**src/verilog/parser_pkg.sv**
```systemverilog
/*
 * Command parser package
 * Shared beat constants, opcode and route encodings, and the
 * command word type that the front end decodes two ways
 */
package parser_pkg;

    localparam int DATA_W         = 32;
    localparam int BYTES_PER_BEAT = 4;
    localparam int BEAT_SHIFT     = 2;
    localparam int IMM_W          = 28;

    typedef logic [DATA_W-1:0] data_t;

    // Opcodes live in the top nibble of a header word
    typedef enum logic [3:0]
    {
        OP_NOP    = 4'd0,
        OP_STORE  = 4'd5,
        OP_LOAD   = 4'd6,
        OP_STREAM = 4'd8
    } op_e;

    // Which path currently owns the shared streams
    typedef enum logic [2:0]
    {
        ROUTE_CMD    = 3'd0,
        ROUTE_STREAM = 3'd1,
        ROUTE_STORE  = 3'd2,
        ROUTE_LOAD   = 3'd3,
        ROUTE_NONE   = 3'd4
    } route_e;

    typedef struct packed
    {
        op_e              op;
        logic [IMM_W-1:0] len;
    } cmd_hdr_t;

    // Header view for commands, raw view for address and data words
    typedef union packed
    {
        cmd_hdr_t hdr;
        data_t    raw;
    } cmd_word_u;

endpackage

```
**src/verilog/addr_gen.sv**
```systemverilog
/*
 * Address generator
 * Issues one single-beat address per beat on the write or the read
 * address channel, stepping one word from the start address
 */
`timescale 1ns/1ps

module addr_gen import parser_pkg::*; #(
    parameter int ADDR_WIDTH = 16
) (
    input  logic                  aclk,
    input  logic                  resetn,
    input  logic                  start,
    input  logic [IMM_W-1:0]      beat_count,
    input  logic [ADDR_WIDTH-1:0] start_addr,
    input  logic                  write_not_read,
    output logic [ADDR_WIDTH-1:0] awaddr,
    output logic                  awvalid,
    input  logic                  awready,
    output logic [ADDR_WIDTH-1:0] araddr,
    output logic                  arvalid,
    input  logic                  arready,
    output logic                  done
);

    logic [ADDR_WIDTH-1:0] addr;
    logic [IMM_W-1:0]      remaining;
    logic                  is_write;
    logic                  addr_valid;
    logic                  accepted;

    assign awaddr   = addr;
    assign araddr   = addr;
    assign awvalid  = addr_valid && is_write;
    assign arvalid  = addr_valid && !is_write;
    assign accepted = (awvalid && awready) || (arvalid && arready);

    always_ff @(posedge aclk)
    begin
        if (!resetn)
        begin
            addr_valid <= 1'b0;
            remaining  <= '0;
            is_write   <= 1'b0;
            done       <= 1'b0;
        end
        else
        begin
            done <= 1'b0;
            if (start)
            begin
                addr_valid <= (beat_count != '0);
                remaining  <= beat_count;
                is_write   <= write_not_read;
            end
            else if (accepted)
            begin
                remaining <= remaining - IMM_W'(1);
                // Last address of the command went out
                if (remaining == IMM_W'(1))
                begin
                    addr_valid <= 1'b0;
                    done       <= 1'b1;
                end
            end
        end
    end

    always_ff @(posedge aclk)
    begin
        if (start)
            addr <= start_addr;
        else if (accepted)
            addr <= addr + ADDR_WIDTH'(BYTES_PER_BEAT);
    end

    // An offered address holds on its channel until the slave takes it
    assert property (@(posedge aclk) disable iff (!resetn)
        addr_valid && !accepted |=> addr_valid && $stable(addr) && $stable(is_write));

endmodule

```
**src/verilog/beat_mover.sv**
```systemverilog
/*
 * Beat mover
 * Counts down the beats of one command and copies them from the
 * selected source to the selected sink. A one-entry skid buffer
 * catches the beat in flight when the sink stalls.
 */
`timescale 1ns/1ps

module beat_mover import parser_pkg::*; (
    input  logic             aclk,
    input  logic             resetn,
    input  logic             start,
    input  logic [IMM_W-1:0] beat_count,
    input  logic             src_valid,
    input  data_t            src_data,
    input  logic             src_last,
    output logic             src_ready,
    output logic             dst_valid,
    output data_t            dst_data,
    output logic             dst_last,
    input  logic             dst_ready,
    output logic             done
);

    logic [IMM_W-1:0] remaining;
    logic             skid_valid;
    data_t            skid_data;
    logic             skid_last;
    logic             take;
    logic             out_free;
    logic             in_last;

    // Source is held off once the skid entry is occupied
    assign src_ready = (remaining != '0) && !skid_valid;
    assign take      = src_valid && src_ready;
    assign out_free  = !dst_valid || dst_ready;
    assign in_last   = (remaining == IMM_W'(1));

    always_ff @(posedge aclk)
    begin
        if (!resetn)
        begin
            remaining  <= '0;
            skid_valid <= 1'b0;
            dst_valid  <= 1'b0;
            done       <= 1'b0;
        end
        else
        begin
            done <= dst_valid && dst_ready && dst_last;

            if (start)
                remaining <= beat_count;
            else if (take)
                remaining <= remaining - IMM_W'(1);

            if (out_free)
            begin
                if (skid_valid)
                begin
                    dst_valid  <= 1'b1;
                    skid_valid <= 1'b0;
                end
                else
                    dst_valid <= take;
            end
            else if (take)
                skid_valid <= 1'b1;
        end
    end

    // Payload path
    always_ff @(posedge aclk)
    begin
        if (out_free)
        begin
            if (skid_valid)
            begin
                dst_data <= skid_data;
                dst_last <= skid_last;
            end
            else if (take)
            begin
                dst_data <= src_data;
                dst_last <= in_last;
            end
        end
        else if (take)
        begin
            skid_data <= src_data;
            skid_last <= in_last;
        end
    end

    // A stalled beat stays put until the sink takes it
    assert property (@(posedge aclk) disable iff (!resetn)
        dst_valid && !dst_ready |=> dst_valid && $stable(dst_data) && $stable(dst_last));

    // A source marked last lines up with the end of the count
    assert property (@(posedge aclk) disable iff (!resetn)
        take && src_last |-> in_last);

endmodule

```
**src/verilog/channel_mux.sv**
```systemverilog
/*
 * Channel mux
 * Routes the external streams to the decoder or the beat mover
 * depending on which route holds the grant. Unselected ports see
 * valid and ready low and zero data.
 */
`timescale 1ns/1ps

module channel_mux import parser_pkg::*; (
    input  route_e    route,
    input  logic      s_cmd_tvalid,
    output logic      s_cmd_tready,
    input  logic      s_cmd_tlast,
    input  data_t     s_cmd_tdata,
    output logic      m_cmd_tvalid,
    input  logic      m_cmd_tready,
    output logic      m_cmd_tlast,
    output data_t     m_cmd_tdata,
    output data_t     wdata,
    output logic      wvalid,
    input  logic      wready,
    input  data_t     rdata,
    input  logic      rvalid,
    output logic      rready,
    output logic      in_valid,
    output cmd_word_u in_data,
    input  logic      in_ready,
    output logic      src_valid,
    output data_t     src_data,
    output logic      src_last,
    input  logic      src_ready,
    input  logic      dst_valid,
    input  data_t     dst_data,
    input  logic      dst_last,
    output logic      dst_ready
);

    always_comb
    begin
        s_cmd_tready = 1'b0;
        m_cmd_tvalid = 1'b0;
        m_cmd_tlast  = 1'b0;
        m_cmd_tdata  = '0;
        wdata        = '0;
        wvalid       = 1'b0;
        rready       = 1'b0;
        in_valid     = 1'b0;
        in_data      = '0;
        src_valid    = 1'b0;
        src_data     = '0;
        src_last     = 1'b0;
        dst_ready    = 1'b0;

        // Source side
        case (route)
            ROUTE_CMD:
            begin
                in_valid     = s_cmd_tvalid;
                in_data.raw  = s_cmd_tdata;
                s_cmd_tready = in_ready;
            end
            ROUTE_STREAM, ROUTE_STORE:
            begin
                src_valid    = s_cmd_tvalid;
                src_data     = s_cmd_tdata;
                src_last     = s_cmd_tlast;
                s_cmd_tready = src_ready;
            end
            ROUTE_LOAD:
            begin
                src_valid = rvalid;
                src_data  = rdata;
                rready    = src_ready;
            end
            default:
            begin
            end
        endcase

        // Sink side
        case (route)
            ROUTE_STREAM, ROUTE_LOAD:
            begin
                m_cmd_tvalid = dst_valid;
                m_cmd_tdata  = dst_data;
                m_cmd_tlast  = dst_last;
                dst_ready    = m_cmd_tready;
            end
            ROUTE_STORE:
            begin
                wvalid    = dst_valid;
                wdata     = dst_data;
                dst_ready = wready;
            end
            default:
            begin
            end
        endcase
    end

endmodule

```
**src/verilog/cmd_decoder.sv**
```systemverilog
/*
 * Command decoder
 * Reads header and address words from the input stream and grants
 * the shared streams to one route per command. Waits for the beat
 * mover and the address generator before taking the next header.
 */
`timescale 1ns/1ps

module cmd_decoder import parser_pkg::*; #(
    parameter int ADDR_WIDTH = 16
) (
    input  logic                  aclk,
    input  logic                  resetn,
    input  logic                  in_valid,
    input  cmd_word_u             in_data,
    output logic                  in_ready,
    input  logic                  mover_done,
    input  logic                  addr_done,
    output route_e                route,
    output logic [IMM_W-1:0]      beat_count,
    output logic [ADDR_WIDTH-1:0] start_addr,
    output logic                  start
);

    typedef enum logic [1:0] {IDLE, HEADER, ADDRESS, BUSY} state_e;

    state_e           state;
    route_e           pending;
    logic             mover_fin;
    logic             addr_fin;
    logic             accept;
    logic [IMM_W-1:0] hdr_beats;

    assign in_ready  = (state == HEADER) || (state == ADDRESS);
    assign accept    = in_valid && in_ready;
    assign hdr_beats = in_data.hdr.len >> BEAT_SHIFT;

    always_ff @(posedge aclk)
    begin
        if (!resetn)
        begin
            state     <= IDLE;
            route     <= ROUTE_NONE;
            pending   <= ROUTE_NONE;
            start     <= 1'b0;
            mover_fin <= 1'b0;
            addr_fin  <= 1'b0;
        end
        else
        begin
            start <= 1'b0;
            case (state)
                IDLE:
                begin
                    route <= ROUTE_CMD;
                    state <= HEADER;
                end
                HEADER:
                begin
                    if (accept)
                    begin
                        beat_count <= hdr_beats;
                        case (in_data.hdr.op)
                            OP_STREAM:
                            begin
                                // Zero-length stream carries nothing
                                if (hdr_beats != '0)
                                begin
                                    route     <= ROUTE_STREAM;
                                    start     <= 1'b1;
                                    mover_fin <= 1'b0;
                                    addr_fin  <= 1'b1;
                                    state     <= BUSY;
                                end
                                else
                                    state <= IDLE;
                            end
                            OP_STORE:
                            begin
                                pending <= ROUTE_STORE;
                                state   <= ADDRESS;
                            end
                            OP_LOAD:
                            begin
                                pending <= ROUTE_LOAD;
                                state   <= ADDRESS;
                            end
                            default:
                                state <= IDLE;
                        endcase
                    end
                end
                ADDRESS:
                begin
                    if (accept)
                    begin
                        start_addr <= in_data.raw[ADDR_WIDTH-1:0];
                        if (beat_count != '0)
                        begin
                            route     <= pending;
                            start     <= 1'b1;
                            mover_fin <= 1'b0;
                            addr_fin  <= 1'b0;
                            state     <= BUSY;
                        end
                        else
                            state <= IDLE;
                    end
                end
                BUSY:
                begin
                    mover_fin <= mover_fin || mover_done;
                    addr_fin  <= addr_fin || addr_done;
                    if ((mover_fin || mover_done) && (addr_fin || addr_done))
                    begin
                        route <= ROUTE_NONE;
                        state <= IDLE;
                    end
                end
                default:
                    state <= IDLE;
            endcase
        end
    end

    // Engines report done only while a command runs
    assert property (@(posedge aclk) disable iff (!resetn)
        (mover_done || addr_done) |-> (state == BUSY));

endmodule

```
**src/verilog/pre_command_parser.sv**
```systemverilog
/*
 * Pre command parser
 * Command stream front end. Splits a 32-bit command stream into
 * stream copies, memory stores and memory loads.
 */
`timescale 1ns/1ps

module pre_command_parser import parser_pkg::*; #(
    parameter int ADDR_WIDTH = 16
) (
    input  logic                  aclk,
    input  logic                  resetn,
    input  logic                  s_cmd_tvalid,
    output logic                  s_cmd_tready,
    input  logic                  s_cmd_tlast,
    input  data_t                 s_cmd_tdata,
    output logic                  m_cmd_tvalid,
    input  logic                  m_cmd_tready,
    output logic                  m_cmd_tlast,
    output data_t                 m_cmd_tdata,
    output logic [ADDR_WIDTH-1:0] awaddr,
    output logic                  awvalid,
    input  logic                  awready,
    output data_t                 wdata,
    output logic                  wvalid,
    input  logic                  wready,
    output logic [ADDR_WIDTH-1:0] araddr,
    output logic                  arvalid,
    input  logic                  arready,
    input  data_t                 rdata,
    input  logic                  rvalid,
    output logic                  rready
);

    route_e                route;
    logic [IMM_W-1:0]      beat_count;
    logic [ADDR_WIDTH-1:0] start_addr;
    logic                  start;
    logic                  mover_done;
    logic                  addr_done;
    logic                  in_valid;
    cmd_word_u             in_data;
    logic                  in_ready;
    logic                  src_valid;
    data_t                 src_data;
    logic                  src_last;
    logic                  src_ready;
    logic                  dst_valid;
    data_t                 dst_data;
    logic                  dst_last;
    logic                  dst_ready;
    logic                  write_not_read;
    logic                  addr_start;

    // Only memory routes need addresses
    assign write_not_read = (route == ROUTE_STORE);
    assign addr_start     = start && ((route == ROUTE_STORE) || (route == ROUTE_LOAD));

    cmd_decoder #(.ADDR_WIDTH(ADDR_WIDTH)) u_decoder (
        .aclk(aclk), .resetn(resetn),
        .in_valid(in_valid), .in_data(in_data), .in_ready(in_ready),
        .mover_done(mover_done), .addr_done(addr_done),
        .route(route), .beat_count(beat_count), .start_addr(start_addr), .start(start)
    );

    beat_mover u_mover (
        .aclk(aclk), .resetn(resetn), .start(start), .beat_count(beat_count),
        .src_valid(src_valid), .src_data(src_data), .src_last(src_last),
        .src_ready(src_ready),
        .dst_valid(dst_valid), .dst_data(dst_data), .dst_last(dst_last),
        .dst_ready(dst_ready), .done(mover_done)
    );

    addr_gen #(.ADDR_WIDTH(ADDR_WIDTH)) u_addr_gen (
        .aclk(aclk), .resetn(resetn), .start(addr_start), .beat_count(beat_count),
        .start_addr(start_addr), .write_not_read(write_not_read),
        .awaddr(awaddr), .awvalid(awvalid), .awready(awready),
        .araddr(araddr), .arvalid(arvalid), .arready(arready), .done(addr_done)
    );

    channel_mux u_mux (
        .route(route),
        .s_cmd_tvalid(s_cmd_tvalid), .s_cmd_tready(s_cmd_tready),
        .s_cmd_tlast(s_cmd_tlast), .s_cmd_tdata(s_cmd_tdata),
        .m_cmd_tvalid(m_cmd_tvalid), .m_cmd_tready(m_cmd_tready),
        .m_cmd_tlast(m_cmd_tlast), .m_cmd_tdata(m_cmd_tdata),
        .wdata(wdata), .wvalid(wvalid), .wready(wready),
        .rdata(rdata), .rvalid(rvalid), .rready(rready),
        .in_valid(in_valid), .in_data(in_data), .in_ready(in_ready),
        .src_valid(src_valid), .src_data(src_data), .src_last(src_last),
        .src_ready(src_ready),
        .dst_valid(dst_valid), .dst_data(dst_data), .dst_last(dst_last),
        .dst_ready(dst_ready)
    );

endmodule
```
**config.mk**
```make
export PLATFORM = sky130hd
export DESIGN_NAME = pre_command_parser
export DESIGN_NICKNAME = d
export VERILOG_FILES = /design/src/verilog/parser_pkg.sv /design/src/verilog/addr_gen.sv /design/src/verilog/beat_mover.sv /design/src/verilog/channel_mux.sv /design/src/verilog/cmd_decoder.sv /design/src/verilog/pre_command_parser.sv
export SDC_FILE = /design/constraint.sdc
export NUM_CORES = 1
export LEC_CHECK = 0
export ABC_AREA = 1
export BUFFER_PORTS_ARGS = -buffer_cell sky130_fd_sc_hd__buf_2
export CORE_MARGIN = 5
export CORE_UTILIZATION = 35
export DETAILED_ROUTE_END_ITERATION = 8
export GPL_TIMING_DRIVEN = 0
export PLACE_DENSITY = 0.53
export SKIP_LAST_GASP = 1
export SYNTH_ARGS = -nofsm -noshare
export SYNTH_HDL_FRONTEND = slang
export SYNTH_HIERARCHICAL = 1
export SYNTH_SLANG_ARGS = --single-unit
export TNS_END_PERCENT = 1
```
**constraint.sdc**
```tcl
create_clock -name aclk -period 11.3 [get_ports aclk]
set_input_delay 1.13 -clock aclk [delete_from_list [all_inputs] [get_ports aclk]]
set_output_delay 1.13 -clock aclk [all_outputs]
set_load 0.03 [all_outputs]
```
==> results of run 1 <==
[flip-flops by register name (all words and copies together) (netlist names), 2 cells and up]
signal and count:
u_decoder/beat_count 26, u_addr_gen/remaining 28, u_mover/remaining 28, u_mover/dst_data 32, u_mover/skid_data 32, u_decoder/route 3
u_decoder/state 2, u_decoder/pending 3, u_decoder/start_addr 16, u_addr_gen/araddr 16
[metrics by stage]
stage               hold WS, ps  std cells
floorplan                   425       1535
global placement            450       2151
detailed placement          452       2157
CTS                         466       2189
global route                481       2189
finish                      461       2189
[layer usage]
| layer | global-route usage (%) | wire length, um |
|---|---|---|
| met1 | 26.1 | 15900 |
| met3 | 3.48 | 2260 |
| met4 | 5.50 | 720 |
| met5 | 0 | 7 |
| met2 | 29.9 | 15800 |
[cells in the final DEF, fill, tap and decap left out, drive strengths merged, types with 18 or more instances in the layout]
| cell type | count |
|---|---|
| buf | 227 |
| o21ai | 64 |
| nand2 | 519 |
| nor2 | 292 |
| a21oi | 55 |
| clkbuf | 37 |
| inv | 175 |
| nand3 | 69 |
| dfxtp | 73 |
| edfxtp | 124 |
| xor2 | 18 |
[final cells by class]
class	count	area, um^2	area share [%]
well taps	442	553	4.09
multi-input cells	1097	5140	38.0
inverters	174	677	5.01
clock buffers	17	425	3.15
clock inverters	15	161	1.19
repair buffers	180	943	6.98
plain buffers	67	432	3.19
flip-flops and latches	197	5180	38.4
[power groups by stage]
stage / Sequential, uW / Combinational (uW) / Clock (uW)
global route: 887 / 1450 / 653
global placement: 897 / 1250 / 0
detailed placement: 896 / 1270 / 0
CTS: 880 / 1270 / 623
floorplan: 883 / 981 / 0
finish: 881 / 1290 / 608
[final timing paths]
kind | startpoint | end | slack, ps | depth (start not counted)
max reg2reg | u_decoder/route[2]$_SDFFE_PN1P_ | u_decoder/start_addr[13]$_DFFE_PP_ | 8800 | 8
min reg2reg | u_decoder/pending[0]$_SDFFE_PN0P_ | u_decoder/pending[0]$_SDFFE_PN0P_ | 460 | 2
min | u_decoder/pending[0]$_SDFFE_PN0P_ | u_decoder/pending[0]$_SDFFE_PN0P_ | 460 | 2
max | u_mover/skid_valid$_SDFFE_PP0P_ | rready | 8070 | 5
[worst min-delay path: cells and delay by family, from the launching register on]
kind / cells / cell delay, ps
AOI/OAI and AO/OA: 1 / 70
buffers and inverters: 1 / 50
DFF: 1 / 300
==> summary.md, run 1 <==
| Metric | Value |
|---|---|
| Status | finished clean |
| Inserted Diodes | 0 |
| Starting Density | about a third |
| Core area | 32400 um^2 |
| Resized Gates After CTS | 0 |
| IO buf count | 174 |
| WL/cell | ~16 um |
| Switching Share | a little over two fifths |
| CTS hold repair buffers | 0 |
| Clock sinks | 197 |
| WL final | around 35 mm |
| Cts bufs inserted | 17 |
| Initial DRC count | approximately 760 |
| Io pins | 176 |
| VDD IR-drop max | 0.122 mV |
| Fin crit period | roughly 3200 ps |
| Initial antenna violation count | 1 |
| Longest Clk Path Bufs | 2 |
| Cell area after synthesis | 11400 um^2 |
| Via count | about 10000 |
| Share of the core filled with cells | between 40% and 50% |
| Total Routing Usage GR | approximately a fifth |
| Share of post-route cells with drive strength above 1 | between 20% and 30% |
| Pwr per Cell Area | slightly above 200 nW/um^2 |
| Total gr overflow | 0 |
| Period utilization | 28.6% |
| CTS tree | yes |
| Setup TNS | 0 ps |
| Sequential Power Share | a little under a third |
| Leakage | 0.00633 uW |
| Fmax achieved | around 310 MHz |
| Mapped Avg Cell Area | about 7.4 um^2 |
| Cell repeated most along the worst path | clkbuf_1 |
| Largest net degree at the start of global routing | 29 |
| Setup WS pre-CTS | 8360 ps |
| CP arrival | between 2000 and 2500 ps |
| Clock latency on the worst-skew pair | 450 ps |
| Setup fix buffers added after clock tree synthesis | 0 |
| Power Total | approximately 2800 uW |
| Clk slew on worst S/H paths | ~80 ps |
| Setup ws final | a little over 8000 ps |
| Fin area | 13500 um^2 |
| Area Overhead vs Synth | 18.4% |
| WP buf/inv | 3 |
| Crit. End Element | output port |
| Slew @ Worst Pin | approximately 660 ps |
| Switching pwr | 1200 uW |
| Max-Cap Viols | 0 |
| Die area | 36300 um^2 |
| Ys Warns | 6 |
| Router iterations before antenna repair | 5 |
| Post-DP HPWL | 26.9 mm |
| Horiz. Die Dim | 191 um |
| Gp weighted congestion | about 0.9 |
| Worst-path maximum fanout | 10 |
| Global-route wire length before repair | between 50 and 60 mm |
| DP Area | about 13000 um^2 |
| Root Buffer | clkbuf_16 |
| Comb power frac | ~46% |
| Site row count | 66 |
| Setup-failing EPs final | 0 |
| Crit start category | flip-flop |
| Clock Power Share | between 20% and 30% |
| Via-to-Cell Ratio | about 4.8 |
| Fin Clk Skew | about 23 ps |
| Crit Path Category | flip-flop to output port |
| Worst endpoint required time | roughly 10000 ps |
| Fill cells | 3406 |
| Critical path's top delay family | buffers and inverters |
| Nets | between 1500 and 2000 |
| Delay of the slowest critical-path stage | ~450 ps |
| CTS H-tree depth | 4 |
| Rel. slew slack | a little under three fifths |
| Number of remaining DRC errors | 0 |
| Via count of the first global-routing pass | 9872 |
| Final slew viol count | 0 |
| Final hold vios | 0 |
| Crit path cell chain | clkbuf_1 > clkbuf_1 > a21oi_1 > nor3b_1 > buf_2 |
| P_int | 1580 uW |
| Cells after Synth | roughly 1500 |
| Remaining antenna violation count | 0 |
| Die height | 191 um |
| Hold Path Class | flip-flop to flip-flop |
| RSZ-0062 raised after global routing | no |
| CP max-delay cell | clkbuf_1 |
No activity file was read; power rests on OpenSTA's default activity.
==> run 2: changes to the inputs <==
Settings changed: PLACE_DENSITY 0.53 to 0.55.
Clock period 11.3 ns to 2.7 ns, I/O delays scaled along.
==> run 2 against run 1 <==
Register-to-register slack got worse by 8600 ps. Sequential power increased to 4.2 times the previous value. Core utilization increased by 0.11 points. Final cell count about the same. Non-clock buffer count decreased by 1. Clock skew decreased by 12 ps. Critical endpoint is now u_mover/dst_data[14]$_DFFE_PP_. Final area increased by 0.26%. Sequential share of layout area decreased by 0.099 points. Clock power increased to 4.3 times the previous value. Clock-buffer cell count increased by 1. Critical path depth increased by 1.
==> summary.md, run 2 (synthesis results as in run 1) <==
| Metric | Value |
|---|---|
| Status | finished clean |
| Setup-failing EPs final | 0 |
| Max-Cap Viols | 0 |
| WL/cell | about 16 um |
| Uppermost routed layer | met4 |
| Number of remaining DRC errors | 0 |
| Hold Path Class | input pin to flip-flop |
| CTS H-tree depth | 4 |
| Fmax achieved | between 400 and 500 MHz |
| Largest net degree at the start of global routing | 24 |
| Slew @ Worst Pin | about 660 ps |
| Sequential Power Share | a little under a third |
| WL met2 | approximately 16 mm |
| Worst-path maximum fanout | 22 |
| Clock Power Share | 22.4% |
| CP arrival | 2640 ps |
| Via count | 10315 |
| Final slew viol count | 0 |
| Comb power frac | 45.9% |
| RSZ-0062 raised after global routing | no |
| Via-to-Cell Ratio | about 4.7 |
| Resized Gates After CTS | 0 |
| Leakage | 0.00634 uW |
| CP max-delay cell | o21ai_0 |
| Fin Clk Skew | 11.8 ps |
| Period utilization | approximately 90% |
| Root Buffer | clkbuf_16 |
| Inserted Diodes | 0 |
| Post-Layout Cell Count | ~2200 |
| Commonest non-fill, non-tap cells in the layout | nand2_1 (496), nor2_1 (259), buf_2 (190), inv_1 (151), edfxtp_1 (124) |
| Setup TNS | 0 ps |
| Min-Delay Path Depth | 3 |
| Crit start category | flip-flop |
| Hold WS | 119 ps |
| Die height | 191 um |
| CTS tree | yes |
| Total gr overflow | 0 |
| CTS hold repair buffers | 0 |
| Router iterations before antenna repair | 5 |
| Commonest non-fill, non-tap cell in the layout | nand2_1 |
| Global-route wire length before repair | 53.8 mm |
| Crit Path Category | flip-flop to flip-flop |
| Worst endpoint required time | 2850 ps |
| Io pins | approximately 180 |
| Via count of the first global-routing pass | 9824 |
| Starting Density | 35.3% |
| Worst R2R Setup Slack | roughly 210 ps |
| Largest regs | u_mover/dst_data: 32 flops, u_mover/skid_data: 32 flops |
| Longest Clk Path Bufs | 2 |
| Total Routing Usage GR | approximately a fifth |
| Final hold vios | 0 |
| Horiz. Die Dim | between 150 and 200 um |
| VDD IR-drop max | 0.622 mV |
| Placed insts | ~2200 |
| Share of post-route cells with drive strength above 1 | between 20% and 30% |
| Gp weighted congestion | 0.908 |
| Switching Share | around 42% |
| IO buf count | 174 |
| Remaining antenna violation count | 0 |
| Initial antenna violation count | 0 |
| WL met3 | between 2 and 2.5 mm |
| Nets | between 1500 and 2000 |
| Clock sinks | between 150 and 200 |
| Clock latency on the worst-skew pair | ~440 ps |
| Die area | around 36000 um^2 |
| Clk slew on worst S/H paths | 80 ps |
| Crit path cell chain | inv_1 > nand3_4 > o21ai_0 > nor2_1 > nor2_4 > buf_12 |
| P_int | between 6000 and 7000 uW |
| Setup fix buffers added after clock tree synthesis | 0 |
| Crit. End Element | flip-flop |
| Fin crit period | between 2000 and 2500 ps |
| Initial DRC count | around 750 |
| Met1 WL | 15.7 mm |
| WL final | 34.7 mm |
| Setup ws final | roughly 210 ps |
| Setup WS pre-CTS | between 200 and 250 ps |
| Reg2Reg Depth | 6 |
| Pwr per Cell Area | ~860 nW/um^2 |
| Rel. slew slack | a little under three fifths |
| Switching pwr | 4930 uW |
| Area Overhead vs Synth | 18.7% |
| Delay of the slowest critical-path stage | approximately 550 ps |
| Cts bufs inserted | 17 |
| Post-DP HPWL | 27.1 mm |
| Share of the core filled with cells | a little over two fifths |
| Site row count | 66 |
| Core area | approximately 32000 um^2 |
==> run 2: final timing paths <==
| path | start | endpoint |
|---|---|---|
| max | u_decoder/route[0]$_SDFFE_PN0P_ | u_mover/dst_data[14]$_DFFE_PP_ |
| min | rdata[27] | u_mover/skid_data[27]$_DFFE_PP_ |
| max reg2reg | u_decoder/route[0]$_SDFFE_PN0P_ | u_mover/dst_data[14]$_DFFE_PP_ |
| min reg2reg | u_decoder/pending[0]$_SDFFE_PN0P_ | u_decoder/pending[0]$_SDFFE_PN0P_ |
==> run 2: per-stage QoR <==
stage / cell area [um^2] / power (uW)
2_1_floorplan: 11400 / 7800
3_3_place_gp: 12800 / 9000
3_5_place_dp: 13000 / 9040
4_1_cts: 13500 / 11700
5_1_grt: 13500 / 12600
6_report: 13500 / 11600
==> run 2: power by group through the flow <==
stage	logic, uW	registers (uW)	clock network (uW)
floorplan	4110	3690	0
CTS	5320	3680	2660
global placement	5250	3750	0
detailed placement	5290	3750	0
finish	5340	3680	2600
global route	6060	3710	2790
==> run 2: layer usage <==
metal | track usage [%] | up-vias
li1 | - | 5222
met1 | 25.7 | 4766
met5 | 0 | -
met4 | 4.75 | 0
met2 | 31.5 | 297
met3 | 3.48 | 30
==> run 2: worst max-delay path, delay by kind of cell, from the launching register on <==
kind,cells,cell delay [ps]
flops,1,380
buf+inv,2,400
compound gates,1,550
simple gates,3,840
==> run 2: area by class of cell <==
cell class | count | area [um^2]
fillers | 3462 | 18800
flip-flops and latches | 197 | 5180
multi-input cells | 1097 | 5150
repair buffers | 179 | 963
inverters | 174 | 677
well taps | 442 | 553
plain buffers | 67 | 432
clock buffers | 18 | 429
clock inverters | 14 | 161
